===== src/bios.hex =====
// one 32-bit instruction word per line, word 0 sits at 0x4000_0000
00000093
00a00113
002080b3
fff10113
fe011ce3
51e09073
800001b7
04f00213
0041a423
04b00213
0041a423
0000006f
00000013
00000013
00000013
00000013
00000013
00000013
00000013


===== src/hw/cpu_pkg.sv =====
package cpu_pkg;

    // memory map and sizes
    localparam logic [31:0] RESET_PC     = 32'h4000_0000;
    localparam int          ROM_AWIDTH   = 5;             // 32 words of bios
    localparam logic [11:0] CSR_ADDR     = 12'h51e;
    localparam logic [31:0] UART_TX_ADDR = 32'h8000_0008;
    localparam int          CLKS_PER_BIT = 8;             // short, for simulation

    // rv32i major opcodes that the core decodes
    localparam logic [6:0] OPC_LUI    = 7'b0110111;
    localparam logic [6:0] OPC_OPIMM  = 7'b0010011;
    localparam logic [6:0] OPC_OP     = 7'b0110011;
    localparam logic [6:0] OPC_BRANCH = 7'b1100011;
    localparam logic [6:0] OPC_JAL    = 7'b1101111;
    localparam logic [6:0] OPC_STORE  = 7'b0100011;
    localparam logic [6:0] OPC_SYSTEM = 7'b1110011;

    typedef enum logic [2:0] {
        ST_FETCH,
        ST_DECODE,
        ST_EXEC,
        ST_IO_REQ,   // req high, waiting for ack
        ST_IO_DONE   // req low, waiting for ack to drop
    } cpu_state_e;

    // decode result handed to the control fsm
    typedef struct packed {
        logic        rf_we;
        logic        csr_we;
        logic        io_store;
        logic        take_branch;
        logic [31:0] next_pc;      // branch or jump target
    } dec_ctrl_t;

    typedef struct packed {
        logic        we;
        logic [4:0]  waddr;
        logic [31:0] wdata;
    } rf_wr_t;

    // request side of the uart handshake
    typedef struct packed {
        logic       req;
        logic [7:0] data;
    } tx_hs_t;

endpackage


===== src/hw/baud_timer.sv =====
`timescale 1ns/1ps

module baud_timer import cpu_pkg::*; (
    input  logic clk,
    input  logic arst_n_i,
    input  logic en_i,
    output logic tick_o
);

    localparam int CNT_W = $clog2(CLKS_PER_BIT);

    logic [CNT_W-1:0] cnt_q;
    logic             wrap;

    assign wrap = (cnt_q == CNT_W'(CLKS_PER_BIT - 1));

    always_ff @(posedge clk or negedge arst_n_i) begin
        if (!arst_n_i)
            cnt_q <= '0;
        else if (!en_i || wrap)
            cnt_q <= '0;        // restart each bit period
        else
            cnt_q <= cnt_q + 1'b1;
    end

    assign tick_o = en_i && wrap;

endmodule


===== src/hw/uart_tx.sv =====
`timescale 1ns/1ps

module uart_tx import cpu_pkg::*; (
    input  logic   clk,
    input  logic   arst_n_i,
    input  tx_hs_t hs_i,
    output logic   ack_o,
    output logic   serial_o
);

    logic       busy_q;
    logic       ack_q;
    logic [3:0] bit_cnt_q;
    logic [9:0] shift_q;    // stop, data lsb first, start
    logic       bit_tick;

    baud_timer u_baud (
        .clk      (clk),
        .arst_n_i (arst_n_i),
        .en_i     (busy_q),
        .tick_o   (bit_tick)
    );

    always_ff @(posedge clk or negedge arst_n_i) begin
        if (!arst_n_i) begin
            busy_q    <= 1'b0;
            ack_q     <= 1'b0;
            bit_cnt_q <= '0;
        end else if (!busy_q && !ack_q && hs_i.req) begin
            busy_q    <= 1'b1;
            bit_cnt_q <= '0;
        end else if (busy_q && bit_tick) begin
            if (bit_cnt_q == 4'd9) begin
                busy_q <= 1'b0;
                ack_q  <= 1'b1;         // stop bit done
            end else begin
                bit_cnt_q <= bit_cnt_q + 4'd1;
            end
        end else if (ack_q && !hs_i.req) begin
            ack_q <= 1'b0;
        end
    end

    always_ff @(posedge clk) begin
        if (!busy_q && !ack_q && hs_i.req)
            shift_q <= {1'b1, hs_i.data, 1'b0};
        else if (busy_q && bit_tick)
            shift_q <= {1'b1, shift_q[9:1]};
    end

    assign ack_o    = ack_q;
    assign serial_o = busy_q ? shift_q[0] : 1'b1;   // idle high

endmodule


===== src/hw/reg_file.sv =====
`timescale 1ns/1ps

module reg_file import cpu_pkg::*; (
    input  logic        clk,
    input  logic        arst_n_i,
    input  logic [4:0]  rs1_addr_i,
    input  logic [4:0]  rs2_addr_i,
    output logic [31:0] rs1_data_o,
    output logic [31:0] rs2_data_o,
    input  rf_wr_t      wr_i
);

    logic [31:0] regs_q [1:31];   // x0 has no storage

    always_ff @(posedge clk or negedge arst_n_i) begin
        if (!arst_n_i) begin
            for (int i = 1; i < 32; i++)
                regs_q[i] <= '0;
        end else if (wr_i.we && wr_i.waddr != 5'd0) begin
            regs_q[wr_i.waddr] <= wr_i.wdata;
        end
    end

    assign rs1_data_o = (rs1_addr_i == 5'd0) ? 32'd0 : regs_q[rs1_addr_i];
    assign rs2_data_o = (rs2_addr_i == 5'd0) ? 32'd0 : regs_q[rs2_addr_i];

endmodule


===== src/hw/exec_unit.sv =====
`timescale 1ns/1ps

module exec_unit import cpu_pkg::*; (
    input  logic [31:0] instr_i,
    input  logic [31:0] pc_i,
    input  logic [31:0] rs1_data_i,
    input  logic [31:0] rs2_data_i,
    output logic [4:0]  rs1_addr_o,
    output logic [4:0]  rs2_addr_o,
    output rf_wr_t      rf_wr_o,
    input  logic        rf_wr_en_i,
    output dec_ctrl_t   ctrl_o,
    output logic [31:0] csr_wdata_o,
    output logic [7:0]  tx_byte_o
);

    logic [6:0]  opcode;
    logic [4:0]  rd;
    logic [2:0]  funct3;
    logic [6:0]  funct7;
    logic [31:0] imm_i;
    logic [31:0] imm_s;
    logic [31:0] imm_b;
    logic [31:0] imm_u;
    logic [31:0] imm_j;
    logic [31:0] add_res;
    logic [31:0] sub_res;
    logic [31:0] st_addr;
    logic [31:0] pc_plus4;
    logic [31:0] wdata;

    // instruction fields
    assign opcode     = instr_i[6:0];
    assign rd         = instr_i[11:7];
    assign funct3     = instr_i[14:12];
    assign funct7     = instr_i[31:25];
    assign rs1_addr_o = instr_i[19:15];
    assign rs2_addr_o = instr_i[24:20];

    // immediates, all sign extended from bit 31
    assign imm_i = {{20{instr_i[31]}}, instr_i[31:20]};
    assign imm_s = {{20{instr_i[31]}}, instr_i[31:25], instr_i[11:7]};
    assign imm_b = {{19{instr_i[31]}}, instr_i[31], instr_i[7],
                    instr_i[30:25], instr_i[11:8], 1'b0};
    assign imm_u = {instr_i[31:12], 12'b0};
    assign imm_j = {{11{instr_i[31]}}, instr_i[31], instr_i[19:12],
                    instr_i[20], instr_i[30:21], 1'b0};

    assign add_res  = rs1_data_i + ((opcode == OPC_OPIMM) ? imm_i : rs2_data_i);
    assign sub_res  = rs1_data_i - rs2_data_i;
    assign st_addr  = rs1_data_i + imm_s;
    assign pc_plus4 = pc_i + 32'd4;

    always_comb begin
        ctrl_o         = '0;
        ctrl_o.next_pc = pc_i + imm_b;
        wdata          = '0;
        case (opcode)
            OPC_LUI: begin
                ctrl_o.rf_we = 1'b1;
                wdata        = imm_u;
            end
            OPC_OPIMM: begin
                if (funct3 == 3'b000) begin       // addi
                    ctrl_o.rf_we = 1'b1;
                    wdata        = add_res;
                end
            end
            OPC_OP: begin
                if (funct3 == 3'b000 && funct7 == 7'b0000000) begin
                    ctrl_o.rf_we = 1'b1;
                    wdata        = add_res;
                end else if (funct3 == 3'b000 && funct7 == 7'b0100000) begin
                    ctrl_o.rf_we = 1'b1;
                    wdata        = sub_res;
                end
            end
            OPC_BRANCH: begin
                if (funct3 == 3'b001)             // bne only
                    ctrl_o.take_branch = (rs1_data_i != rs2_data_i);
            end
            OPC_JAL: begin
                ctrl_o.rf_we       = 1'b1;
                ctrl_o.take_branch = 1'b1;
                ctrl_o.next_pc     = pc_i + imm_j;
                wdata              = pc_plus4;    // link
            end
            OPC_STORE: begin
                if (funct3 == 3'b010)             // sw, uart only
                    ctrl_o.io_store = (st_addr == UART_TX_ADDR);
            end
            OPC_SYSTEM: begin
                // csrrw, old value is not returned to rd
                if (funct3 == 3'b001 && instr_i[31:20] == CSR_ADDR)
                    ctrl_o.csr_we = 1'b1;
            end
            default: ;                            // anything else is a nop
        endcase
    end

    assign rf_wr_o.we    = rf_wr_en_i;
    assign rf_wr_o.waddr = rd;
    assign rf_wr_o.wdata = wdata;
    assign csr_wdata_o   = rs1_data_i;
    assign tx_byte_o     = rs2_data_i[7:0];

endmodule


===== src/hw/cpu_ctrl_fsm.sv =====
`timescale 1ns/1ps

module cpu_ctrl_fsm import cpu_pkg::*; (
    input  logic                  clk,
    input  logic                  arst_n_i,
    input  logic [31:0]           instr_i,
    input  dec_ctrl_t             ctrl_i,
    input  logic [31:0]           csr_wdata_i,
    input  logic [7:0]            tx_byte_i,
    input  logic                  tx_ack_i,
    output logic [ROM_AWIDTH-1:0] rom_addr_o,
    output logic [31:0]           instr_o,
    output logic [31:0]           pc_o,
    output logic                  rf_wr_en_o,
    output logic [31:0]           csr_o,
    output tx_hs_t                tx_o
);

    cpu_state_e  state_q, state_d;
    logic [31:0] pc_q;
    logic [31:0] ir_q;
    logic [31:0] csr_q;
    logic [7:0]  tx_data_q;
    logic        exec;

    assign exec = (state_q == ST_EXEC);

    always_comb begin
        state_d = state_q;
        case (state_q)
            ST_FETCH:   state_d = ST_DECODE;
            ST_DECODE:  state_d = ST_EXEC;
            ST_EXEC:    state_d = ctrl_i.io_store ? ST_IO_REQ : ST_FETCH;
            ST_IO_REQ: begin
                if (tx_ack_i)
                    state_d = ST_IO_DONE;   // frame sent, drop req
            end
            ST_IO_DONE: begin
                if (!tx_ack_i)
                    state_d = ST_FETCH;     // handshake closed
            end
            default:    state_d = ST_FETCH;
        endcase
    end

    always_ff @(posedge clk or negedge arst_n_i) begin
        if (!arst_n_i) begin
            state_q <= ST_FETCH;
            pc_q    <= RESET_PC;
            csr_q   <= '0;
        end else begin
            state_q <= state_d;
            if (exec) begin
                pc_q <= ctrl_i.take_branch ? ctrl_i.next_pc : pc_q + 32'd4;
                if (ctrl_i.csr_we)
                    csr_q <= csr_wdata_i;
            end
        end
    end

    always_ff @(posedge clk) begin
        if (state_q == ST_DECODE)
            ir_q <= instr_i;                // rom word valid in decode
        if (exec && ctrl_i.io_store)
            tx_data_q <= tx_byte_i;         // held for the whole req phase
    end

    assign rom_addr_o = pc_q[ROM_AWIDTH+1:2];
    assign instr_o    = ir_q;
    assign pc_o       = pc_q;
    assign rf_wr_en_o = exec && ctrl_i.rf_we;
    assign csr_o      = csr_q;
    assign tx_o.req   = (state_q == ST_IO_REQ);
    assign tx_o.data  = tx_data_q;

endmodule


===== src/hw/bios_rom.sv =====
`timescale 1ns/1ps

module bios_rom import cpu_pkg::*; (
    input  logic                  clk,
    input  logic [ROM_AWIDTH-1:0] addr_i,
    output logic [31:0]           data_o
);

    logic [31:0] mem [0:2**ROM_AWIDTH-1];

    initial begin
        $readmemh("/design/src/bios.hex", mem);
    end

    // one cycle read latency
    always_ff @(posedge clk) begin
        data_o <= mem[addr_i];
    end

endmodule


===== src/hw/riscv151.sv =====
`timescale 1ns/1ps

module riscv151 import cpu_pkg::*; (
    input  logic        clk,
    input  logic        arst_n_i,
    output logic        serial_tx_o,
    output logic [31:0] csr_o
);

    logic [ROM_AWIDTH-1:0] rom_addr;
    logic [31:0]           rom_data;
    logic [31:0]           instr;
    logic [31:0]           pc;
    dec_ctrl_t             ctrl;
    logic [31:0]           csr_wdata;
    logic [7:0]            tx_byte;
    logic                  tx_ack;
    tx_hs_t                tx_hs;
    logic                  rf_wr_en;
    rf_wr_t                rf_wr;
    logic [4:0]            rs1_addr;
    logic [4:0]            rs2_addr;
    logic [31:0]           rs1_data;
    logic [31:0]           rs2_data;

    cpu_ctrl_fsm u_ctrl (
        .clk         (clk),
        .arst_n_i    (arst_n_i),
        .instr_i     (rom_data),
        .ctrl_i      (ctrl),
        .csr_wdata_i (csr_wdata),
        .tx_byte_i   (tx_byte),
        .tx_ack_i    (tx_ack),
        .rom_addr_o  (rom_addr),
        .instr_o     (instr),
        .pc_o        (pc),
        .rf_wr_en_o  (rf_wr_en),
        .csr_o       (csr_o),
        .tx_o        (tx_hs)
    );

    exec_unit u_exec (
        .instr_i     (instr),
        .pc_i        (pc),
        .rs1_data_i  (rs1_data),
        .rs2_data_i  (rs2_data),
        .rs1_addr_o  (rs1_addr),
        .rs2_addr_o  (rs2_addr),
        .rf_wr_o     (rf_wr),
        .rf_wr_en_i  (rf_wr_en),
        .ctrl_o      (ctrl),
        .csr_wdata_o (csr_wdata),
        .tx_byte_o   (tx_byte)
    );

    reg_file u_rf (
        .clk        (clk),
        .arst_n_i   (arst_n_i),
        .rs1_addr_i (rs1_addr),
        .rs2_addr_i (rs2_addr),
        .rs1_data_o (rs1_data),
        .rs2_data_o (rs2_data),
        .wr_i       (rf_wr)
    );

    bios_rom u_rom (
        .clk    (clk),
        .addr_i (rom_addr),
        .data_o (rom_data)
    );

    uart_tx u_uart (
        .clk      (clk),
        .arst_n_i (arst_n_i),
        .hs_i     (tx_hs),
        .ack_o    (tx_ack),
        .serial_o (serial_tx_o)
    );

endmodule


===== config.mk =====
export PLATFORM = sky130hd
export DESIGN_NAME = riscv151
export DESIGN_NICKNAME = d
export VERILOG_FILES = /design/src/hw/cpu_pkg.sv /design/src/hw/baud_timer.sv /design/src/hw/uart_tx.sv /design/src/hw/reg_file.sv /design/src/hw/exec_unit.sv /design/src/hw/cpu_ctrl_fsm.sv /design/src/hw/bios_rom.sv /design/src/hw/riscv151.sv
export SDC_FILE = /design/constraint.sdc
export NUM_CORES = 1
export LEC_CHECK = 0
export ABC_AREA = 1
export BUFFER_PORTS_ARGS = -buffer_cell sky130_fd_sc_hd__buf_2
export CAP_MARGIN = 20
export CORE_AREA = 2 2 55 57
export DETAILED_ROUTE_END_ITERATION = 10
export DIE_AREA = 0 0 57 59
export GPL_TIMING_DRIVEN = 0
export MAX_ROUTING_LAYER = met4
export PLACE_DENSITY_LB_ADDON = 0.05
export SYNTH_ARGS = -nofsm -noshare
export SYNTH_HDL_FRONTEND = slang
export SYNTH_SLANG_ARGS = --single-unit
export TNS_END_PERCENT = 10

===== constraint.sdc =====
create_clock -name clk -period 1.8 [get_ports clk]
set_clock_uncertainty 0.05 [all_clocks]
set_input_delay 0.27 -clock clk [delete_from_list [all_inputs] [get_ports clk]]
set_output_delay 0.27 -clock clk [all_outputs]
set_load 0.05 [all_outputs]

; ---- Word-level counts from Yosys, hierarchy flattened
; Cells that the tools add are included.
[totals]
regBits = 1149
in_bits = 2
output_inout_bits = 33
[classes]
addsub = 8
magnitude_cmp = 4
eq_ne = 23
n_mux = 45
bitwise = 4
reduce_logical = 31
[op_table]
columns = operator, n
row1 = $bwmux 992, 1
row2 = $mux 32, 13
row3 = $bmux 32 s5, 2
row4 = $demux 32 s5, 1
row5 = $add 32x32->32, 4
row6 = $pmux 32 s4, 1
row7 = $add 32x3->32 const B, 1
row8 = $eq 32x32->1 const B, 1
row9 = $ne 32x32->1, 1
row10 = $sub 32x32->32, 1
row11 = $eq 7x6->1 const B, 4
row12 = $eq 7x7->1 const B, 3
row13 = $ge 6x6->1 const B, 3
row14 = $mux 9, 2
row15 = $not 5->6, 3
row16 = $mux 1, 15
row17 = $pmux 3 s5, 1
row18 = $eq 12x11->1 const B, 1
row19 = $logic_and 1x1->1, 12
row20 = $mux 4, 3
row21 = $logic_not 5->1, 2
row22 = $eq 3x2->1 const B, 3
row23 = $mux 3, 3
row24 = $reduce_and 2->1, 4
row25 = other kinds (21), 30

; ---- Longest topological paths before layout
; Gate-level depths: netlist (run 1).
[logic_depth]
word_depth = 11
mapped_depth = 8

; ---- By module
; A second synthesis (run 1) with hierarchy kept.
[hier_totals]
hier_cells = 11819
hier_area_um2 = 74694.1
[by_module_without_submodules]
columns = module, instances, cells_per_inst, area_each_um2, seq_area_each_um2
row1 = reg_file, 1, 9251, 58493.6, 24823.8
row2 = exec_unit, 1, 1936, 10274.9, 0.0
row3 = cpu_ctrl_fsm, 1, 504, 4822.1, 2879.0
row4 = uart_tx, 1, 81, 723.2, 410.4
row5 = bios_rom, 1, 33, 244.0, 0.0
row6 = baud_timer, 1, 14, 136.4, 75.1

; ---- Least setup slack after synthesis (run 1)
; Ideal clock, no wire load.
[synth_timing]
path_kind = flip-flop to flip-flop
start = register u_uart.u_baud.cnt_q[0]
end = register u_uart.shift_q[1], enable pin
setup_ns = 0.297
t_arrival_ns = 1.128
setup_slack_ns = 0.324
stages_incl_launch_ff = 6
period_less_slack_ns = 1.476
path_cell_list = dfrtp_1 > ha_1 > ha_1 > nand2_2 > buf_6 > nand2_1
[synth_via]
elab_chain_len = 4
[synth_lines]
columns = item, line
row1 = "start, declared", baud_timer.sv:12  ; logic [CNT_W-1:0] cnt_q;
row2 = "start signal, assigned", baud_timer.sv:23  ; cnt_q <= cnt_q + 1'b1;
row3 = $eq 3x3->1, baud_timer.sv:15  ; assign wrap = (cnt_q == CNT_W'(CLKS_PER_BIT - 1));
row4 = $logic_and 1x1->1, baud_timer.sv:26  ; assign tick_o = en_i && wrap;
row5 = $logic_and 1x1->1, uart_tx.sv:47  ; else if (busy_q && bit_tick)
row6 = $reduce_bool 2->1 (no line), --
row7 = "end signal, assigned", uart_tx.sv:46  ; shift_q <= {1'b1, hs_i.data, 1'b0};
row8 = "end signal, assigned", uart_tx.sv:48  ; shift_q <= {1'b1, shift_q[9:1]};
row9 = "end, declared", uart_tx.sv:14  ; logic [9:0] shift_q;
; No other way between the ends.
; A chain may end at the register's enable or synchronous reset.

; ---- Worst setup path after layout (run 1)
[layout_timing]
start = register u_uart.u_baud.cnt_q[0]
end = register u_uart.shift_q[3], enable pin
; Same word-level chain as after synthesis.

==> results_dict.tcl, run 1 <==
set metrics [dict create \
    drv_cap 0 \
    area_delta_synth_final_pct 16.7 \
    reg2reg_to "u_uart.shift_q[3]$_DFFE_PP_" \
    drt-vias-per-instance 3.91 \
    syn_avg_cell_area_um2 9.13 \
    min_delay_worst_type "input port to asynchronous set/reset pin" \
    drt_drc_violations_left 0 \
    antenna_cells_inserted 0 \
    cp_data_required_time_ns 1.75 \
    worstSetupEndpoint "u_uart.shift_q[3]$_DFFE_PP_" \
    synth_ff_type "sky130_fd_sc_hd__dfrtp_1" \
    synthDominantAreaCellType "sky130_fd_sc_hd__dfrtp_1" \
    time_the_worst_path_needs_with_i_o_delays_and_setup_ns 1.58 \
    layout.nets 177 \
    synth_area_leaders "sky130_fd_sc_hd__dfrtp_1 (25%), sky130_fd_sc_hd__buf_4 (20%), sky130_fd_sc_hd__edfxtp_1 (20%)" \
    pwr_density_cell_nw_per_um2 650 \
    total_leakage_power_nw 0.821 \
    die_w_um 57 \
    initial_antenna_violation_count 0 \
    clock_tree.htree_level_count 1 \
    drt.antenna.violating_nets 0 \
    cp_common_cell "sky130_fd_sc_hd__ha_1" \
    synth_seq_cells 21 \
    setup_ws_ns 0.216 \
    cts.clk_slew.worst_paths_ns 0.11 \
    seq_area_frac_synth_pct 46.5 \
    ys_top_cells_by_count "sky130_fd_sc_hd__buf_4 (32), sky130_fd_sc_hd__inv_1 (18), sky130_fd_sc_hd__nand2_1 (17)" \
    place_ws_ns 0.186 \
    post-synth-top-count-cell "sky130_fd_sc_hd__buf_4" \
    holdWs_ns 0.328 \
    clock_sink_count 21 \
    io_pins 35 \
    report.power.total_mw 0.914 \
    critical_path.reg2reg.startpoint "u_uart.u_baud.cnt_q[0]$_DFF_PN0_" \
    syn_inst 132 \
    finalHoldViolCount 0 \
    final_setup_violating_endpoints 0 \
    clockBufferDepth 2 \
    synth_enable_flop_cells 8 \
    routed_wire_length_per_instance_um 8.25 \
    netlist.area_leader.share_pct 24.9 \
    design.core.area_um2 2710 \
    synth_async_sr_flop_share_pct 57.1 \
    number_of_global_route_vias_before_repair 674 \
    timing.critical_path.arrival_ns 1.53 \
    dp_hpwl_um 1340 \
    synth_cell_types 21 \
    clock_insertion_delay_worst_skew_ns 0.29 \
    synthesis.area_um2 1200 \
    timing.critical_path.slowest_cell_delay_ns 0.39 \
    grt_pass1_wl_um 2860 \
    worst-r2r-cell-count 5 \
    crit_path_max_fanout 10 \
    finalWeightedCongestion 0.718 \
    vias 786 \
    grt.overflow.total 0 \
    fp.dieArea_um2 3360 \
    slowest_stage "sky130_fd_sc_hd__dfrtp_1" \
    timing.final.max_slew_violations 0 \
    share_of_final_layout_standard_cells_stronger_than_drive_strength_1_pct 27.1 \
    irDropWorstVdd_uv 442 \
    initial_core_util_pct 44.5 \
    cts_repair_resizes 0 \
    cts_tree "yes" \
    grt_usage_pct 11.5 \
    die_h_um 59 \
    drt_first_pass_iters 2 \
    outcome "finished, final reports clean" \
    grt_start_max_net_pins 13 \
    setup.worst_path.end_class "flip-flop" \
    drtIter0Drc 10 \
    worst_setup_path_startpoint "u_uart.u_baud.cnt_q[0]$_DFF_PN0_" \
    yosys_warnings 0 \
    placement_rows 19 \
    final_worst_path_period_share_pct 88.0 \
    worst_reg2reg_setup_slack_ns 0.22 \
    critical_path_class "flip-flop to flip-flop" \
    postLayoutCoreUtil_pct 51.9 \
    setup.worst_path.start_class "flip-flop" \
    final_tns_setup_ns 0 \
    fmax_mhz 631 \
    cts_made_buffers 3 \
    routed_wirelength_um 1660 \
    rsz0062_at_grt "false" \
    cts.root.buffer_cell "sky130_fd_sc_hd__clkbuf_4" \
    worstPathCellList "ha_1, ha_1, nand2_2, buf_6, nand2_1" \
    portBuffers 2 \
]
==> cell usage in the layout (no fill, tap or decap) <==
cell type and instances:
sky130_fd_sc_hd__dlygate4sd3_1 1, sky130_fd_sc_hd__nor2_4 1, sky130_fd_sc_hd__nor2_1 13, sky130_fd_sc_hd__buf_4 32, sky130_fd_sc_hd__conb_1 32, sky130_fd_sc_hd__ha_1 4, sky130_fd_sc_hd__o21ai_1 2, sky130_fd_sc_hd__inv_2 1
sky130_fd_sc_hd__o21ai_0 3, sky130_fd_sc_hd__nand2_2 3, sky130_fd_sc_hd__nand2_1 17, sky130_fd_sc_hd__nand4_1 3, sky130_fd_sc_hd__clkbuf_1 1, sky130_fd_sc_hd__nor2_2 2, sky130_fd_sc_hd__a21oi_1 2, sky130_fd_sc_hd__nor2_8 1
sky130_fd_sc_hd__edfxtp_1 8, sky130_fd_sc_hd__nand3_1 6, sky130_fd_sc_hd__xor2_1 1, sky130_fd_sc_hd__inv_1 18, sky130_fd_sc_hd__buf_6 1, sky130_fd_sc_hd__clkbuf_4 3, sky130_fd_sc_hd__buf_2 2, sky130_fd_sc_hd__dfxtp_1 1
sky130_fd_sc_hd__dfrtp_1 12
==> power by group <==
part           total [mW]  switching [mW]  internal (mW)  leakage (nW)
Sequential          0.493               0          0.493         0.227
Combinational       0.210           0.160         0.0499         0.579
Clock               0.211           0.125         0.0862        0.0150
==> kinds of logic after synthesis <==
group	count (synthesis)	share of synthesized area, %
xor+xnor	1	0.727
flops	21	46.5
buf+inv	52	26.8
fa+ha+maj	4	4.15
simple gates	46	18.6
compound gates	7	2.91
other cells	1	0.311
==> layer usage <==
layer | vias up | GRT usage [%] | part of all wire, %
met3 | 2 | 3.93 | 5.9
met4 | 0 | 2.99 | 0.78
met2 | 20 | 20.5 | 52
met5 | - | - | 0
met1 | 340 | 12.3 | 42
li1 | 424 | - | -
==> registers in the layout (all words and copies together) (netlist names) <==
| signal | flops |
|---|---|
| u_uart.busy_q | 1 |
| u_uart.ack_o | 1 |
| u_uart.shift_q | 9 |
| u_ctrl.state_q | 3 |
| u_uart.bit_cnt_q | 4 |
| u_uart.u_baud.cnt_q | 3 |
==> how the worst min path moves through the flow <==
stage	from	endpoint
after floorplan	arst_n_i	u_ctrl.state_q[0]$_DFFE_PN0P_
after global placement	arst_n_i	u_uart.u_baud.cnt_q[2]$_DFF_PN0_
after detailed placement	arst_n_i	u_uart.u_baud.cnt_q[2]$_DFF_PN0_
after CTS	arst_n_i	u_uart.ack_o$_DFFE_PN0P_
after global routing	arst_n_i	u_uart.ack_o$_DFFE_PN0P_
final	arst_n_i	u_uart.ack_o$_DFFE_PN0P_
==> what timing repair did <==
item	in CTS	in global routing
hold buffers	1	0
setup buffers	0	0
hold endpoints to repair	12	0
==> metrics by stage <==
step / instance area (um2) / instances
after global routing: 1410 / 201
after global placement: 1370 / 196
final: 1410 / 201
after detailed placement: 1370 / 196
after floorplan: 1320 / 163
after CTS: 1410 / 201
==> critical path, delay by kind of cell, from the launching register on <==
family | cells | cell delay (ns)
adder cells (fa/ha/maj) | 2 | 0.40
flip-flops | 1 | 0.39
AND/OR/NAND/NOR | 2 | 0.30
buffers and inverters | 1 | 0.15
==> layout make-up <==
cell class,instances,area [um2]
clock buffers,4,26.3
repair buffers,3,20.0
well taps,31,38.8
inverters,19,71.3
flip-flops and latches,21,561
plain buffers,33,251
fillers,271,1300
multi-input cells,90,438
Power figures use the tool's default switching activity.
==> run 2: changes to the inputs <==
--- a/config.mk
+++ b/config.mk
@@ -5,15 +5,16 @@
 export SDC_FILE = /design/constraint.sdc
 export NUM_CORES = 1
 export LEC_CHECK = 0
-export ABC_AREA = 1
+export ABC_AREA = 0
 export BUFFER_PORTS_ARGS = -buffer_cell sky130_fd_sc_hd__buf_2
 export CAP_MARGIN = 20
-export CORE_AREA = 2 2 55 57
+export CORE_AREA = 2 2 54 56
 export DETAILED_ROUTE_END_ITERATION = 10
-export DIE_AREA = 0 0 57 59
+export DIE_AREA = 0 0 56 58
 export GPL_TIMING_DRIVEN = 0
 export MAX_ROUTING_LAYER = met4
 export PLACE_DENSITY_LB_ADDON = 0.05
+export SKIP_LAST_GASP = 1
 export SYNTH_ARGS = -nofsm -noshare
 export SYNTH_HDL_FRONTEND = slang
 export SYNTH_SLANG_ARGS = --single-unit
==> run 2 against run 1 <==
Non-clock buffer count increased by 1. Critical path depth unchanged. Synthesized cell count decreased by 19%. Via count decreased by 9.4%. Worst hold slack got worse by 0.025 ns. Routed wire length decreased by 4.5%. Sequential share of layout area increased by 1.7 points. Total power increased by 1.9%. Cell count decreased by 12%. Core utilization decreased by 1.2 points. Combinational power about the same. Critical path type unchanged.
==> results_dict.tcl, run 2 <==
set metrics [dict create \
    outcome "finished, final reports clean" \
    die_w_um 56 \
    final_tns_setup_ns 0 \
    switching_share_pct 32.8 \
    drt.antenna.violating_nets 0 \
    power.share.clock_pct 24.6 \
    synth_ff_type "sky130_fd_sc_hd__dfrtp_1" \
    synthDominantAreaCellType "sky130_fd_sc_hd__dfrtp_1" \
    timing.critical_path.arrival_ns 1.69 \
    post-place-cells 171 \
    synth_enable_flop_cells 8 \
    clock_sink_count 21 \
    time_the_worst_path_needs_with_i_o_delays_and_setup_ns 1.67 \
    seq_power_share_pct 53.0 \
    fp.dieArea_um2 3250 \
    clockBufferDepth 2 \
    placement_rows 19 \
    largest_register_ff_count 9 \
    grt_start_max_net_pins 13 \
    timing.final.max_slew_violations 0 \
    layout.nets 152 \
    die_h_um 58 \
    seq_area_frac_synth_pct 49.0 \
    ys_top_cells_by_count "sky130_fd_sc_hd__buf_4 (32), sky130_fd_sc_hd__dfrtp_1 (12), sky130_fd_sc_hd__edfxtp_1 (8)" \
    grt_pass1_wl_um 2630 \
    final-seq-area_um2 561 \
    initial_antenna_violation_count 0 \
    power.combinational.fraction_pct 22.5 \
    reg.largest.list "u_uart.shift_q (9), u_uart.bit_cnt_q (4)" \
    globalRouteMet1Util_pct 13.4 \
    cts_made_buffers 3 \
    mostFrequentLayoutCells "sky130_fd_sc_hd__buf_4 (32), sky130_fd_sc_hd__conb_1 (32), sky130_fd_sc_hd__dfrtp_1 (12)" \
    syn_avg_cell_area_um2 10.7 \
    tightest_slew_ns 0.506 \
    worst_reg2reg_setup_slack_ns 0.13 \
    globalRouteMet3Util_pct 5.13 \
    drt-vias-per-instance 4.05 \
    area_delta_synth_final_pct 17.9 \
    initial_core_util_pct 43.0 \
    gr-usage-met2_pct 16.1 \
    synth_async_sr_flop_share_pct 57.1 \
    routed_wire_length_per_instance_um 8.99 \
    finalWeightedCongestion 0.747 \
    number_of_global_route_vias_before_repair 580 \
    min_delay_worst_type "input port to asynchronous set/reset pin" \
    drv_cap 0 \
    grt.overflow.total 0 \
    holdWs_ns 0.303 \
    antenna_cells_inserted 0 \
    total_leakage_power_nw 0.725 \
    final_worst_path_period_share_pct 92.7 \
    syn_inst 107 \
    multi_input_comb_area_um2 439 \
    rsz0062_at_grt "false" \
    finalHoldViolCount 0 \
    max_flop_register "u_uart.shift_q" \
    setup.worst_path.end_class "flip-flop" \
    relative_slew_slack_pct 66.1 \
    irDropWorstVdd_uv 592 \
    synth_seq_cells 21 \
    drt_drc_violations_left 0 \
    setup.worst_path.start_class "flip-flop" \
    p_switching_mw 0.305 \
    worst-r2r-cell-count 5 \
    report.power.total_mw 0.931 \
    clock_insertion_delay_worst_skew_ns 0.31 \
    power.internal_mw 0.626 \
    vias 712 \
    synthesis.area_um2 1140 \
    critical_path_class "flip-flop to flip-flop" \
    post-synth-top-count-cell "sky130_fd_sc_hd__buf_4" \
    grt_usage_pct 11.0 \
    grt_busiest_layer "met2" \
    drt_first_pass_iters 5 \
    critical_path.reg2reg.startpoint "u_uart.u_baud.cnt_q[0]$_DFF_PN0_" \
    crit_path_max_fanout 8 \
    finish.cell_count_without_fillers 176 \
    dp_hpwl_um 1200 \
    yosys_warnings 0 \
    portBuffers 2 \
    clock_tree.htree_level_count 1 \
    cts.root.buffer_cell "sky130_fd_sc_hd__clkbuf_4" \
    cts_tree "yes" \
    routed_wirelength_um 1580 \
    io_pins 35 \
    share_of_final_layout_standard_cells_stronger_than_drive_strength_1_pct 29.0 \
    final_setup_violating_endpoints 0 \
    cts.clk_slew.worst_paths_ns 0.12 \
    netlist.area_leader.share_pct 26.3 \
    design.core.area_um2 2660 \
    drtIter0Drc 15 \
    fmax_mhz 599 \
    synth_area_leaders "sky130_fd_sc_hd__dfrtp_1 (26%), sky130_fd_sc_hd__buf_4 (21%), sky130_fd_sc_hd__edfxtp_1 (21%)" \
    cp_data_required_time_ns 1.83 \
    pwr_density_cell_nw_per_um2 690 \
    reg2reg_to "u_uart.shift_q[7]$_DFFE_PP_" \
    final.fill_count 264 \
    synth_cell_types 27 \
]
-- run 2: cells by family after synthesis --
group | synth area share (%)
other cells | 0.328
simple gates | 15.2
mux | 0.875
fa+ha+maj | 4.38
compound gates | 7.22
flops | 49.0
buf+inv | 23.0
-- run 2: cell type report --
class	count	area share (%)
buffer	34	18.4
timing repair buffer	3	1.48
tap	31	2.88
sequential	21	41.6
inverter	4	1.11
clock buffer	3	1.67
clock inverter	1	0.371
multi-input combinational	79	32.6
-- run 2: metrics by stage --
step	worst slack [ns]	utilization (%)	area [um2]
finish	0.131	50.7	1350
CTS	0.105	50.7	1350
detailed placement	0.0229	49.2	1310
floorplan	0.167	-	1260
global route	0.0214	50.7	1350
global placement	0.0203	49.2	1310
-- run 2: how the worst max path moves through the flow --
| stage | startpoint | endpoint | slack [ns] | depth (start not counted) |
|---|---|---|---|---|
| finish | u_uart.u_baud.cnt_q[0]$_DFF_PN0_ | u_uart.shift_q[7]$_DFFE_PP_ | 0.13 | 5 |
| global placement | u_uart.u_baud.cnt_q[0]$_DFF_PN0_ | u_uart.shift_q[3]$_DFFE_PP_ | 0.02 | 5 |
| CTS | u_uart.u_baud.cnt_q[0]$_DFF_PN0_ | u_uart.shift_q[3]$_DFFE_PP_ | 0.11 | 5 |
| global route | u_uart.u_baud.cnt_q[0]$_DFF_PN0_ | u_uart.shift_q[6]$_DFFE_PP_ | 0.02 | 5 |
| floorplan | u_uart.u_baud.cnt_q[0]$_DFF_PN0_ | u_uart.shift_q[1]$_DFFE_PP_ | 0.17 | 5 |
| detailed placement | u_uart.u_baud.cnt_q[0]$_DFF_PN0_ | u_uart.shift_q[3]$_DFFE_PP_ | 0.02 | 5 |
-- run 2: critical path, stage by stage, from the launching register on --
cell                      delay (ns)
sky130_fd_sc_hd__dfrtp_1        0.40
sky130_fd_sc_hd__ha_1           0.20
sky130_fd_sc_hd__ha_1           0.23
sky130_fd_sc_hd__nand2_2        0.12
sky130_fd_sc_hd__inv_1          0.11
sky130_fd_sc_hd__or2_4          0.32
-- run 2: power by group through the flow --
stage / combinational [mW] / sequential, mW / clock [mW]
2_1_floorplan: 0.199 / 0.503 / 0
3_3_place_gp: 0.206 / 0.503 / 0
3_5_place_dp: 0.205 / 0.503 / 0
4_1_cts: 0.207 / 0.493 / 0.235
5_1_grt: 0.217 / 0.493 / 0.257
6_report: 0.209 / 0.493 / 0.229
-- run 2: repair_timing --
action,in CTS,in global routing
setup endpoints to repair,8,0
endpoints found under the hold margin,12,0
resized for setup,1,0
hold buffers,1,0
setup buffers,0,0
-- run 2: per-layer routing --
metal | wire [um] | part of all wire (%)
met5 | 0 | 0
met4 | 0 | 0
met3 | 143 | 9.0
met1 | 691 | 44
met2 | 748 | 47
